### config.mk
export PLATFORM = sky130hd
export DESIGN_NAME = uart_loader_top
export DESIGN_NICKNAME = d
export VERILOG_FILES = /design/src/hw/uart_pkg.sv /design/src/hw/baud_gen.sv /design/src/hw/uart_loader_top.sv /design/src/hw/uart_rx.sv /design/src/hw/uart_tx.sv /design/src/hw/word_assembler.sv /design/src/hw/word_serializer.sv
export VERILOG_INCLUDE_DIRS = /design/src /design/src/include
export SDC_FILE = /design/constraint.sdc
export NUM_CORES = 1
export LEC_CHECK = 0
export ABC_AREA = 0
export BUFFER_PORTS_ARGS = -buffer_cell sky130_fd_sc_hd__buf_2
export CAP_MARGIN = 15
export CORE_MARGIN = 5
export CORE_UTILIZATION = 57
export DETAILED_ROUTE_END_ITERATION = 10
export GPL_ROUTABILITY_DRIVEN = 0
export PLACE_DENSITY_LB_ADDON = 0.05
export SETUP_SLACK_MARGIN = 0.2
export SLEW_MARGIN = 10
export SYNTH_ARGS = -nofsm -noshare
export SYNTH_HDL_FRONTEND = slang
export SYNTH_HIERARCHICAL = 1
export SYNTH_SLANG_ARGS = --single-unit
### constraint.sdc
create_clock -name clk -period 2.4 [get_ports clk]
set_input_delay 0.12 -clock clk [delete_from_list [all_inputs] [get_ports clk]]
set_output_delay 0.12 -clock clk [all_outputs]
set_load 0.05 [all_outputs]
### src/include/uart_config.svh
`ifndef UART_CONFIG_SVH
`define UART_CONFIG_SVH

////////////////////////////////////////////////////////////
// Line timing
////////////////////////////////////////////////////////////

// System clock in Hz
`define UART_CLK_FREQ 10_000_000

// Serial line rate
`define UART_BAUD 156_250

// Ticks per bit on both directions
`define UART_OVERSAMPLE 16

// Clock cycles per oversampling tick, 4 here, so 64 clocks per bit
`define UART_TICK_DIV (`UART_CLK_FREQ / (`UART_BAUD * `UART_OVERSAMPLE))

////////////////////////////////////////////////////////////
// Loader protocol
////////////////////////////////////////////////////////////

// Word that ends program loading
`define UART_END_WORD 32'hFFFF_FFFF

`endif

### src/hw/uart_pkg.sv
`default_nettype none

package uart_pkg;

    // One 32-bit word, seen whole or as four byte lanes
    // Lane 0 is the least significant byte
    typedef union packed {
        logic [31:0]      word;
        logic [3:0][7:0]  lanes;
    } uart_word_u;

    // Receiver FSM
    typedef enum logic [1:0] {
        rx_idle,
        rx_start,
        rx_data,
        rx_stop
    } rx_state_e;

    // Transmitter FSM
    typedef enum logic [1:0] {
        tx_idle,
        tx_start,
        tx_data,
        tx_stop
    } tx_state_e;

endpackage

`default_nettype wire

### src/hw/baud_gen.sv
`timescale 1ns/1ps
`default_nettype none

`include "uart_config.svh"

module baud_gen (
    input  logic clk,
    input  logic rst,
    output logic tick
);

    localparam int DIV = `UART_TICK_DIV;
    localparam int CW  = $clog2(DIV);
    localparam logic [CW-1:0] C_LAST = CW'(DIV - 1);

    // Free running divider
    logic [CW-1:0] cnt;

    always_ff @(posedge clk) begin
        if (rst) begin
            cnt  <= '0;
            tick <= 1'b0;
        end else begin
            // One tick per wrap
            tick <= (cnt == C_LAST);
            if (cnt == C_LAST) begin
                cnt <= '0;
            end else begin
                cnt <= cnt + 1'b1;
            end
        end
    end

endmodule

`default_nettype wire

### src/hw/uart_loader_top.sv
`timescale 1ns/1ps
`default_nettype none

module uart_loader_top (
    input  logic        clk,
    input  logic        rst,
    input  logic        tx_start,
    input  logic        rx,
    input  logic [31:0] uart_data,
    output logic        mips_enable,
    output logic        tx,
    output logic        write,
    output logic        tx_dataready,
    output logic [31:0] rx_address,
    output logic [31:0] dout
);

    logic       tick;
    logic       rx_done;
    logic [7:0] rx_byte;
    logic       byte_start;
    logic [7:0] byte_data;
    logic       byte_done;

    // 16x tick shared by both directions
    baud_gen u_baud (
        .clk  (clk),
        .rst  (rst),
        .tick (tick)
    );

    ////////////////////////////////////////////////////////////
    // Receive path
    ////////////////////////////////////////////////////////////
    uart_rx u_rx (
        .clk     (clk),
        .rst     (rst),
        .rx      (rx),
        .tick    (tick),
        .rx_done (rx_done),
        .rx_byte (rx_byte)
    );

    word_assembler u_asm (
        .clk         (clk),
        .rst         (rst),
        .rx_done     (rx_done),
        .rx_byte     (rx_byte),
        .write       (write),
        .address     (rx_address),
        .data        (dout),
        .mips_enable (mips_enable)
    );

    ////////////////////////////////////////////////////////////
    // Transmit path
    ////////////////////////////////////////////////////////////
    // Echo of each written word, or a result from the core
    word_serializer u_ser (
        .clk          (clk),
        .rst          (rst),
        .echo_start   (write),
        .echo_word    (dout),
        .host_start   (tx_start),
        .host_word    (uart_data),
        .byte_done    (byte_done),
        .byte_start   (byte_start),
        .byte_data    (byte_data),
        .tx_dataready (tx_dataready)
    );

    uart_tx u_tx (
        .clk        (clk),
        .rst        (rst),
        .tick       (tick),
        .byte_start (byte_start),
        .byte_data  (byte_data),
        .byte_done  (byte_done),
        .tx         (tx)
    );

endmodule

`default_nettype wire

### src/hw/uart_rx.sv
`timescale 1ns/1ps
`default_nettype none

`include "uart_config.svh"

module uart_rx (
    input  logic       clk,
    input  logic       rst,
    input  logic       rx,
    input  logic       tick,
    output logic       rx_done,
    output logic [7:0] rx_byte
);

    localparam int OS = `UART_OVERSAMPLE;
    localparam int SW = $clog2(OS);
    // Mid-bit from the start edge, then one full bit per sample
    localparam logic [SW-1:0] S_MID  = SW'(OS / 2 - 1);
    localparam logic [SW-1:0] S_LAST = SW'(OS - 1);

    logic [1:0]          rx_sync;
    logic                rx_s;
    uart_pkg::rx_state_e state;
    logic [SW-1:0]       s_cnt;
    logic [2:0]          n_bits;
    logic [7:0]          shift;

    // Two-flop synchronizer, idle line is high
    always_ff @(posedge clk) begin
        if (rst) begin
            rx_sync <= 2'b11;
        end else begin
            rx_sync <= {rx_sync[0], rx};
        end
    end

    assign rx_s = rx_sync[1];

    ////////////////////////////////////////////////////////////
    // Frame FSM
    ////////////////////////////////////////////////////////////
    always_ff @(posedge clk) begin
        if (rst) begin
            state   <= uart_pkg::rx_idle;
            s_cnt   <= '0;
            n_bits  <= '0;
            rx_done <= 1'b0;
        end else begin
            rx_done <= 1'b0;
            case (state)
                uart_pkg::rx_idle: begin
                    // Falling edge starts a frame
                    if (!rx_s) begin
                        state <= uart_pkg::rx_start;
                        s_cnt <= '0;
                    end
                end
                uart_pkg::rx_start: begin
                    if (tick) begin
                        if (s_cnt == S_MID) begin
                            // Glitch if line is back high at mid-bit
                            state  <= rx_s ? uart_pkg::rx_idle : uart_pkg::rx_data;
                            s_cnt  <= '0;
                            n_bits <= '0;
                        end else begin
                            s_cnt <= s_cnt + 1'b1;
                        end
                    end
                end
                uart_pkg::rx_data: begin
                    if (tick) begin
                        if (s_cnt == S_LAST) begin
                            s_cnt <= '0;
                            if (n_bits == 3'd7) begin
                                state <= uart_pkg::rx_stop;
                            end else begin
                                n_bits <= n_bits + 1'b1;
                            end
                        end else begin
                            s_cnt <= s_cnt + 1'b1;
                        end
                    end
                end
                default: begin
                    // Stop bit, done at its middle
                    if (tick) begin
                        if (s_cnt == S_LAST) begin
                            state   <= uart_pkg::rx_idle;
                            rx_done <= 1'b1;
                        end else begin
                            s_cnt <= s_cnt + 1'b1;
                        end
                    end
                end
            endcase
        end
    end

    // Data bits, LSB first, shifted in from the top
    always_ff @(posedge clk) begin
        if (state == uart_pkg::rx_data && tick && s_cnt == S_LAST) begin
            shift <= {rx_s, shift[7:1]};
        end
    end

    assign rx_byte = shift;

    // Done is a single-cycle strobe
    a_done_pulse: assert property (@(posedge clk) disable iff (rst) rx_done |=> !rx_done);

endmodule

`default_nettype wire

### src/hw/uart_tx.sv
`timescale 1ns/1ps
`default_nettype none

`include "uart_config.svh"

module uart_tx (
    input  logic       clk,
    input  logic       rst,
    input  logic       tick,
    input  logic       byte_start,
    input  logic [7:0] byte_data,
    output logic       byte_done,
    output logic       tx
);

    localparam int OS = `UART_OVERSAMPLE;
    localparam int SW = $clog2(OS);
    localparam logic [SW-1:0] S_LAST = SW'(OS - 1);

    uart_pkg::tx_state_e state;
    logic [SW-1:0]       s_cnt;
    logic [2:0]          n_bits;
    logic [7:0]          shift;

    ////////////////////////////////////////////////////////////
    // Frame FSM, line driven from a flop
    ////////////////////////////////////////////////////////////
    always_ff @(posedge clk) begin
        if (rst) begin
            state     <= uart_pkg::tx_idle;
            s_cnt     <= '0;
            n_bits    <= '0;
            byte_done <= 1'b0;
            tx        <= 1'b1;
        end else begin
            byte_done <= 1'b0;
            case (state)
                uart_pkg::tx_idle: begin
                    if (byte_start) begin
                        // Start bit goes out right away
                        state <= uart_pkg::tx_start;
                        s_cnt <= '0;
                        tx    <= 1'b0;
                    end
                end
                uart_pkg::tx_start: begin
                    if (tick) begin
                        if (s_cnt == S_LAST) begin
                            state  <= uart_pkg::tx_data;
                            s_cnt  <= '0;
                            n_bits <= '0;
                            tx     <= shift[0];
                        end else begin
                            s_cnt <= s_cnt + 1'b1;
                        end
                    end
                end
                uart_pkg::tx_data: begin
                    if (tick) begin
                        if (s_cnt == S_LAST) begin
                            s_cnt <= '0;
                            if (n_bits == 3'd7) begin
                                state <= uart_pkg::tx_stop;
                                tx    <= 1'b1;
                            end else begin
                                n_bits <= n_bits + 1'b1;
                                // Next bit before the shift lands
                                tx     <= shift[1];
                            end
                        end else begin
                            s_cnt <= s_cnt + 1'b1;
                        end
                    end
                end
                default: begin
                    // Full stop bit, then done
                    if (tick) begin
                        if (s_cnt == S_LAST) begin
                            state     <= uart_pkg::tx_idle;
                            byte_done <= 1'b1;
                        end else begin
                            s_cnt <= s_cnt + 1'b1;
                        end
                    end
                end
            endcase
        end
    end

    // Byte register, loaded on start, LSB out first
    always_ff @(posedge clk) begin
        if (state == uart_pkg::tx_idle && byte_start) begin
            shift <= byte_data;
        end else if (state == uart_pkg::tx_data && tick && s_cnt == S_LAST) begin
            shift <= {1'b0, shift[7:1]};
        end
    end

    // Serializer must wait for byte_done
    a_no_overlap: assert property (@(posedge clk) disable iff (rst)
        byte_start |-> state == uart_pkg::tx_idle);

endmodule

`default_nettype wire

### src/hw/word_assembler.sv
`timescale 1ns/1ps
`default_nettype none

`include "uart_config.svh"

module word_assembler (
    input  logic        clk,
    input  logic        rst,
    input  logic        rx_done,
    input  logic [7:0]  rx_byte,
    output logic        write,
    output logic [31:0] address,
    output logic [31:0] data,
    output logic        mips_enable
);

    uart_pkg::uart_word_u word_q;
    uart_pkg::uart_word_u word_next;
    logic [1:0]           idx;
    logic                 take;

    // Loading stops for good after the end marker
    assign take = rx_done && !mips_enable;

    // Word as it stands once the incoming byte is placed
    always_comb begin
        word_next            = word_q;
        word_next.lanes[idx] = rx_byte;
    end

    ////////////////////////////////////////////////////////////
    // Byte lanes, LSB first
    ////////////////////////////////////////////////////////////
    always_ff @(posedge clk) begin
        if (take) begin
            word_q <= word_next;
        end
    end

    assign data = word_q.word;

    // Lane index, write strobe, address and run flag
    always_ff @(posedge clk) begin
        if (rst) begin
            idx         <= '0;
            write       <= 1'b0;
            address     <= '0;
            mips_enable <= 1'b0;
        end else begin
            write <= 1'b0;
            // Next slot once the previous word is out
            if (write) begin
                address <= address + 32'd4;
            end
            if (take) begin
                idx <= idx + 1'b1;
                if (idx == 2'd3) begin
                    if (word_next.word == `UART_END_WORD) begin
                        mips_enable <= 1'b1;
                    end else begin
                        write <= 1'b1;
                    end
                end
            end
        end
    end

    // Program memory is word addressed in steps of four
    a_addr_align: assert property (@(posedge clk) disable iff (rst) address[1:0] == 2'b00);

endmodule

`default_nettype wire

### src/hw/word_serializer.sv
`timescale 1ns/1ps
`default_nettype none

module word_serializer (
    input  logic        clk,
    input  logic        rst,
    input  logic        echo_start,
    input  logic [31:0] echo_word,
    input  logic        host_start,
    input  logic [31:0] host_word,
    input  logic        byte_done,
    output logic        byte_start,
    output logic [7:0]  byte_data,
    output logic        tx_dataready
);

    uart_pkg::uart_word_u word_q;
    logic [1:0]           lane;
    logic                 busy;
    logic                 accept;

    // Only taken when idle, requests while busy are lost
    assign accept = !busy && (echo_start || host_start);

    ////////////////////////////////////////////////////////////
    // Word capture, echo before host
    ////////////////////////////////////////////////////////////
    always_ff @(posedge clk) begin
        if (accept) begin
            if (echo_start) begin
                word_q.word <= echo_word;
            end else begin
                word_q.word <= host_word;
            end
        end
    end

    // Lane under transmission, steady while byte_start is high
    assign byte_data = word_q.lanes[lane];

    ////////////////////////////////////////////////////////////
    // Lane sequencer
    ////////////////////////////////////////////////////////////
    always_ff @(posedge clk) begin
        if (rst) begin
            busy         <= 1'b0;
            lane         <= '0;
            byte_start   <= 1'b0;
            tx_dataready <= 1'b0;
        end else begin
            byte_start   <= 1'b0;
            tx_dataready <= 1'b0;
            if (accept) begin
                // First byte on the next clock
                busy       <= 1'b1;
                lane       <= '0;
                byte_start <= 1'b1;
            end else if (busy && byte_done) begin
                if (lane == 2'd3) begin
                    // Last stop bit sent
                    busy         <= 1'b0;
                    tx_dataready <= 1'b1;
                end else begin
                    lane       <= lane + 1'b1;
                    byte_start <= 1'b1;
                end
            end
        end
    end

    // A new byte is never launched on the word's last done
    a_start_vs_ready: assert property (@(posedge clk) disable iff (rst)
        !(byte_start && tx_dataready));

endmodule

`default_nettype wire

After elaboration in Yosys (flattened, before gate mapping). Index checks and enable logic that the tools add are counted.

Multiplexer cells: 70. Bitwise logic cells: 5. Reduce and logical (&&, ||, !) cells: 41. Order comparisons: 3. Add/subtract/negate cells: 8. Eq/ne operators: 30.

Operators by type and width (count): two-way mux 4 bit (12); two-way mux 2 bit (17); adder 32 x 3 -> 32 bit (second input constant) (1); bitwise mux 32 bit (1); equality test 32 bit (second input constant) (1); two-way mux 32 bit (1); two-way mux 8 bit (4); two-way mux 3 bit (10); AND reduction 6 bit (3); binary-select mux 8 bit (select 2 bit) (1); demux 8 bit (select 2 bit) (1); two-way mux 1 bit (16); inequality test 2 bit (second input constant) (8); AND reduction 8 bit (2); nonzero test 2 bit (8); inequality test 2 x 1 -> 1 bit (second input constant) (7); one-hot mux 2 bit (3 select lines) (2); one-hot mux 3 bit (2 select lines) (2); one-hot mux 4 bit (3 select lines) (1); equality test 2 bit (second input constant) (5); OR reduction 5 bit (2); logical AND 1 bit (9); adder 4 x 1 -> 4 bit (second input constant) (2); equality test 4 bit (second input constant) (2); 22 further kinds (39).

Input port bits: 36. Output and inout port bits: 68. Register bits after elaboration: 147. Logic and storage cells: 181.

Depth between registers and ports, before layout.
Depth after elaboration: 7. Depth in mapped cells: 8. Depth with buffers taken out: 7.

By module. The synthesis kept the hierarchy.

By module, submodules not included: word_assembler (cells an instance 280, area an instance 3080.5 µm², instances 1, sequential area each 1641.6 µm²); word_serializer (cells an instance 97, area an instance 1750.4 µm², instances 1, sequential area each 1061.0 µm²); uart_tx (cells an instance 103, area an instance 1099.8 µm², instances 1, sequential area each 460.4 µm²); uart_rx (cells an instance 91, area an instance 977.2 µm², instances 1, sequential area each 480.5 µm²); baud_gen (cells an instance 7, area an instance 103.8 µm², instances 1, sequential area each 60.1 µm²).

Worst setup path after synthesis. No wires, ideal clock.

Kind: register to register. From: reg u_asm.write. To: reg u_ser/word_q[0] (netlist bit) (enable). Setup time: 388 ps. Data required time: 2012 ps. Path buffers: 1. Stages on the path, launching flop included: 5. Arrival: 1780 ps. Clock period less this slack: 2168 ps. Setup slack: 232 ps. Cell sequence: dfxtp_1 buf_6 nor2_1 or2_1 inv_1.

Longest elaborated chain between the ends: 2.

Ends and longest elaborated chain: start: declaration (RTL line word_assembler.sv:11) `output logic write,`; start signal: assignment (RTL line word_assembler.sv:46) `write <= 1'b0;`; start signal: assignment (RTL line word_assembler.sv:50) `write <= 1'b0;`; start signal: assignment (RTL line word_assembler.sv:61) `write <= 1'b1;`; logical OR 1 bit (RTL line word_serializer.sv:23) `assign accept = !busy && (echo_start || host_start);`; logical AND 1 bit (RTL line word_serializer.sv:23); named net u_ser.accept (RTL line word_serializer.sv:20) `logic accept;`; end: declaration (RTL line word_serializer.sv:17) `uart_pkg::uart_word_u word_q;`.

The timed path passes the listed nets, and every way through them passes these cells. A chain may end at the register's enable or synchronous reset.

Worst setup path after layout.
From: reg u_asm.idx[0]. To: reg u_asm.mips_enable.

Longest elaborated chain between the ends: 7. Elaborated cells between the ends (all ways): 9. Those cells by class: order compare (2); eq/ne (2); mux (3); reduce/logical (2).

Ends and longest elaborated chain: start: declaration (RTL line word_assembler.sv:19) `logic [1:0] idx;`; start signal: assignment (RTL line word_assembler.sv:56) `idx <= idx + 1'b1;`; less-than comparator 2 x 3 -> 1 bit (not written as such) / >= comparator 2 x 1 -> 1 bit (equally long branches) (RTL line word_assembler.sv:28) `word_next.lanes[idx] = rx_byte;`; logical AND 1 bit (not written as such) (RTL line word_assembler.sv:28); two-way mux 8 bit (not written as such) (RTL line word_assembler.sv:28); demux 8 bit (select 2 bit); bitwise mux 32 bit (RTL line word_assembler.sv:28); equality test 32 bit (no source line); AND reduction 3 bit (no source line) (*); end signal: assignment (RTL line word_assembler.sv:48) `mips_enable <= 1'b0;`; end signal: assignment (RTL line word_assembler.sv:59) `mips_enable <= 1'b1;`; end: declaration (RTL line word_assembler.sv:14) `output logic mips_enable`.

Mark *: on every way between the ends. The rest lies on a longest branch, timed or not.

==> results.txt <==
Sink Count = 145
Simple-Gate Fraction of Synth Area = 15.3%
Footprint of the multi-input gates = 3090 µm²
Setup crit end kind = flip-flop
Fillers = 908
Max Root-Sink Buffers = 2
Die W = 121 µm
Most used flip-flop cell after synthesis = edfxtp_1
DR iter-0 viols = 490
Slew headroom = 59.7%
Vias after detailed routing = 4888
Area Overhead vs Synth = 18.0%
Wire length of the first global-routing pass = 25.0 mm
Maximum VDD drop = 0.377 mV
Pre-CTS setup slack = 0.340 ns
Mux cell area share after synthesis = 13.6%
Number of buffers created by CTS = 17
Number of global-route vias before repair = 4886
Worst hold path class = primary input to flip-flop
EDFF count, synth = 80
Core Footprint = 12000 µm²
Final setup margin = 0.371 ns
Worst Path Required = 2.75 ns
Syn Inst Count = 578
Total track usage = 21.9%
Max-cap violation count = 0
Commonest non-fill, non-tap cells in the layout = 101 x buf_2, 80 x edfxtp_1, 64 x mux2_2, 64 x dfxtp_1, 42 x nor2_1
ANT nets after route = 0
Fmax = 493 MHz
Die area = 14600 µm²
Die Y = 121 µm
Syn Area/Cell = 12.1 µm²
Synth Area in Compound Gates = 6.55%
Largest net degree at the start of global routing = 35
Pwr Density = 731 nW/µm²
# nets final = 750
Part of the cycle the worst path needs = 84.5%
Post-synth ARST share = 0%
Sequential cell area fraction in the yosys report = 52.8%
Clock slew seen by the registers of the worst setup and hold paths = 0.06 ns
Outcome = finished, final reports clean
ANT cells = 0
Unrepaired setup endpoints after global routing = false
Most common cell after layout, fill and taps aside = buf_2
Clk Latency, worst-skew pair = 0.41 ns
Final Hold Vio Count = 0
P_leak = 3.19 nW
Final Critical Period = 2.03 ns
Crit path launch type = flip-flop
CTS H-tree depth = 4
Hpwl dp = 11.0 mm
WL final = 15.5 mm
Flops & latches, synth = 145
Mapped cell area = 7010 µm²
GR Overflow Total = 0
Synth Area in Adders = 4.64%
I/O pin total = 104
Initial antenna violation count = 0
Slew @ Worst Pin = 0.600 ns
Endpoints failing setup = 0
Yosys warning total = 6
Number of remaining DRC errors = 0
Port Buffers = 101
Sum Neg Setup Slack = 0 ns
Largest family of logic cells by synthesized area = simple AND/OR/NAND/NOR gates
Drt first pass iters = 5
Arr. time, crit path = 2.38 ns
FF+latch area = 3700 µm²
Root buffer cell = clkbuf_16
Slew Limit Fails = 0
Num rows = 40
Initial core utilization = 58.4%
Via density = 5.76
Share of cells above drive strength 1 = 34.0%
CTS tree = built
Routed len/inst = 18.3 µm
CP max FO = 12
Fin Clk Skew = 0.00466 ns
Fraction of synthesized cell area in xor and xnor cells = 3.75%
Setup CP Type = flip-flop to flip-flop
Synth cell types = 76
## layer usage
| layer | track usage [%] | vias up | share of wire (%) | wire length (µm) |
|---|---|---|---|---|
| li1 | - | 2360 | - | - |
| met1 | 29.7 | 2359 | 46 | 7140 |
| met2 | 35.0 | 149 | 47 | 7350 |
| met3 | 4.90 | 20 | 5.1 | 791 |
| met4 | 7.22 | 0 | 1.6 | 250 |
| met5 | 0 | - | 0 | 0 |
## critical path, cell delays in order, from the launching register on
cell and delay (ns):
dfxtp_1 0.43, ha_1 0.49, nand2_1 0.12, o22a_1 0.24, nor4_1 0.46, a32o_1 0.23
## repair_timing
item | 4_1_cts | 5_1_grt
gates resized for setup | 0 | 1
hold buffers | 7 | 0
hold endpoints to repair | 7 | 0
buffers inserted | 0 | 0
setup endpoints to repair | 0 | 2
## area by class of cell
cell class,count,area share (%)
multi-input combinational,391,37.3
tap,147,2.22
timing repair buffer,116,7.84
clock buffer,20,5.52
inverter,17,0.938
clock inverter,12,1.38
sequential,145,44.8
## stage by stage
stage          std cells  hold WS (ns)  total power [W]  utilization [%]  instance area [µm²]
6_report             848        0.0168          0.00604             68.9                 8270
5_1_grt              848       0.00478          0.00629             68.9                 8270
4_1_cts              848       0.00214          0.00609             68.8                 8270
3_5_place_dp         809         0.316          0.00353             63.5                 7630
3_3_place_gp         809         0.316          0.00350             63.5                 7630
2_1_floorplan        579         0.186          0.00336                -                 7020
## cells in the mapped netlist (all sizes together) (3+ instances only)
| master | number | area (µm²) |
|---|---|---|
| edfxtp | 80 | 2400 |
| dfxtp | 65 | 1300 |
| mux2 | 64 | 721 |
| nor2 | 43 | 164 |
| nand2 | 38 | 143 |
| ha | 26 | 325 |
| xor2 | 25 | 219 |
| nand3 | 23 | 128 |
| a21oi | 21 | 109 |
| inv | 16 | 60.1 |
| nand4 | 16 | 115 |
| o21ai | 16 | 80.1 |
| buf | 15 | 115 |
| clkbuf | 11 | 43.8 |
| and3 | 8 | 50.1 |
| mux4 | 8 | 180 |
| nor3 | 8 | 50.1 |
| or2 | 8 | 50.1 |
| nor4 | 7 | 73.8 |
| and4 | 6 | 55.1 |
| a31oi | 5 | 31.3 |
| mux2i | 5 | 50.1 |
| xnor2 | 5 | 43.8 |
| nand2b | 4 | 27.5 |
| nor3b | 4 | 40.0 |
| or3 | 4 | 25.0 |
| a211oi | 3 | 22.5 |
| a31o | 3 | 26.3 |
| and2 | 3 | 18.8 |
## final timing paths
check	startpoint	to	slack (ns)	cells past startpoint
worst max register to register	u_asm/idx[0]$_SDFFE_PP0P_	u_asm/mips_enable$_SDFFE_PP0P_	0.37	5
worst min-delay path	uart_data[14]	u_ser/word_q[14]$_DFFE_PP_	0.02	2
worst max-delay path	u_asm/idx[0]$_SDFFE_PP0P_	u_asm/mips_enable$_SDFFE_PP0P_	0.37	5
worst min register to register	u_rx/rx_sync[0]$_SDFF_PP1_	u_rx/rx_sync[1]$_SDFF_PP1_	0.41	1
## state kept, by name, summed over array words and instances (netlist names), 2 cells and up
name	cells
u_ser/lane	2
u_tx/state	2
u_baud/cnt	2
u_asm/address	30
u_tx/n_bits	3
u_rx/state	2
u_tx/s_cnt	4
u_tx/shift	8
u_rx/rx_sync	2
u_rx/n_bits	3
u_rx/rx_byte	8
u_rx/s_cnt	4
u_asm/idx	2
u_asm/data	32
u_ser/word_q	32
## kinds of logic (layout without fill, tap and decap cells)
logic type	count (synthesis)	in the layout
AND/OR/NAND/NOR	187	187
AO/OA/AOI/OAI	69	69
buffers and inverters	43	165
adder cells (fa/ha/maj)	26	26
multiplexers	77	77
flip-flops	145	145
other	1	2
XOR/XNOR	30	30
## where the power goes
part           internal, W  switching [W]  total, W
Combinational     0.000303       0.000424  0.000727
Sequential         0.00272      0.0000553   0.00277
Clock              0.00157       0.000977   0.00254
Total              0.00459        0.00146   0.00604
Power figures use the tool's default switching activity.
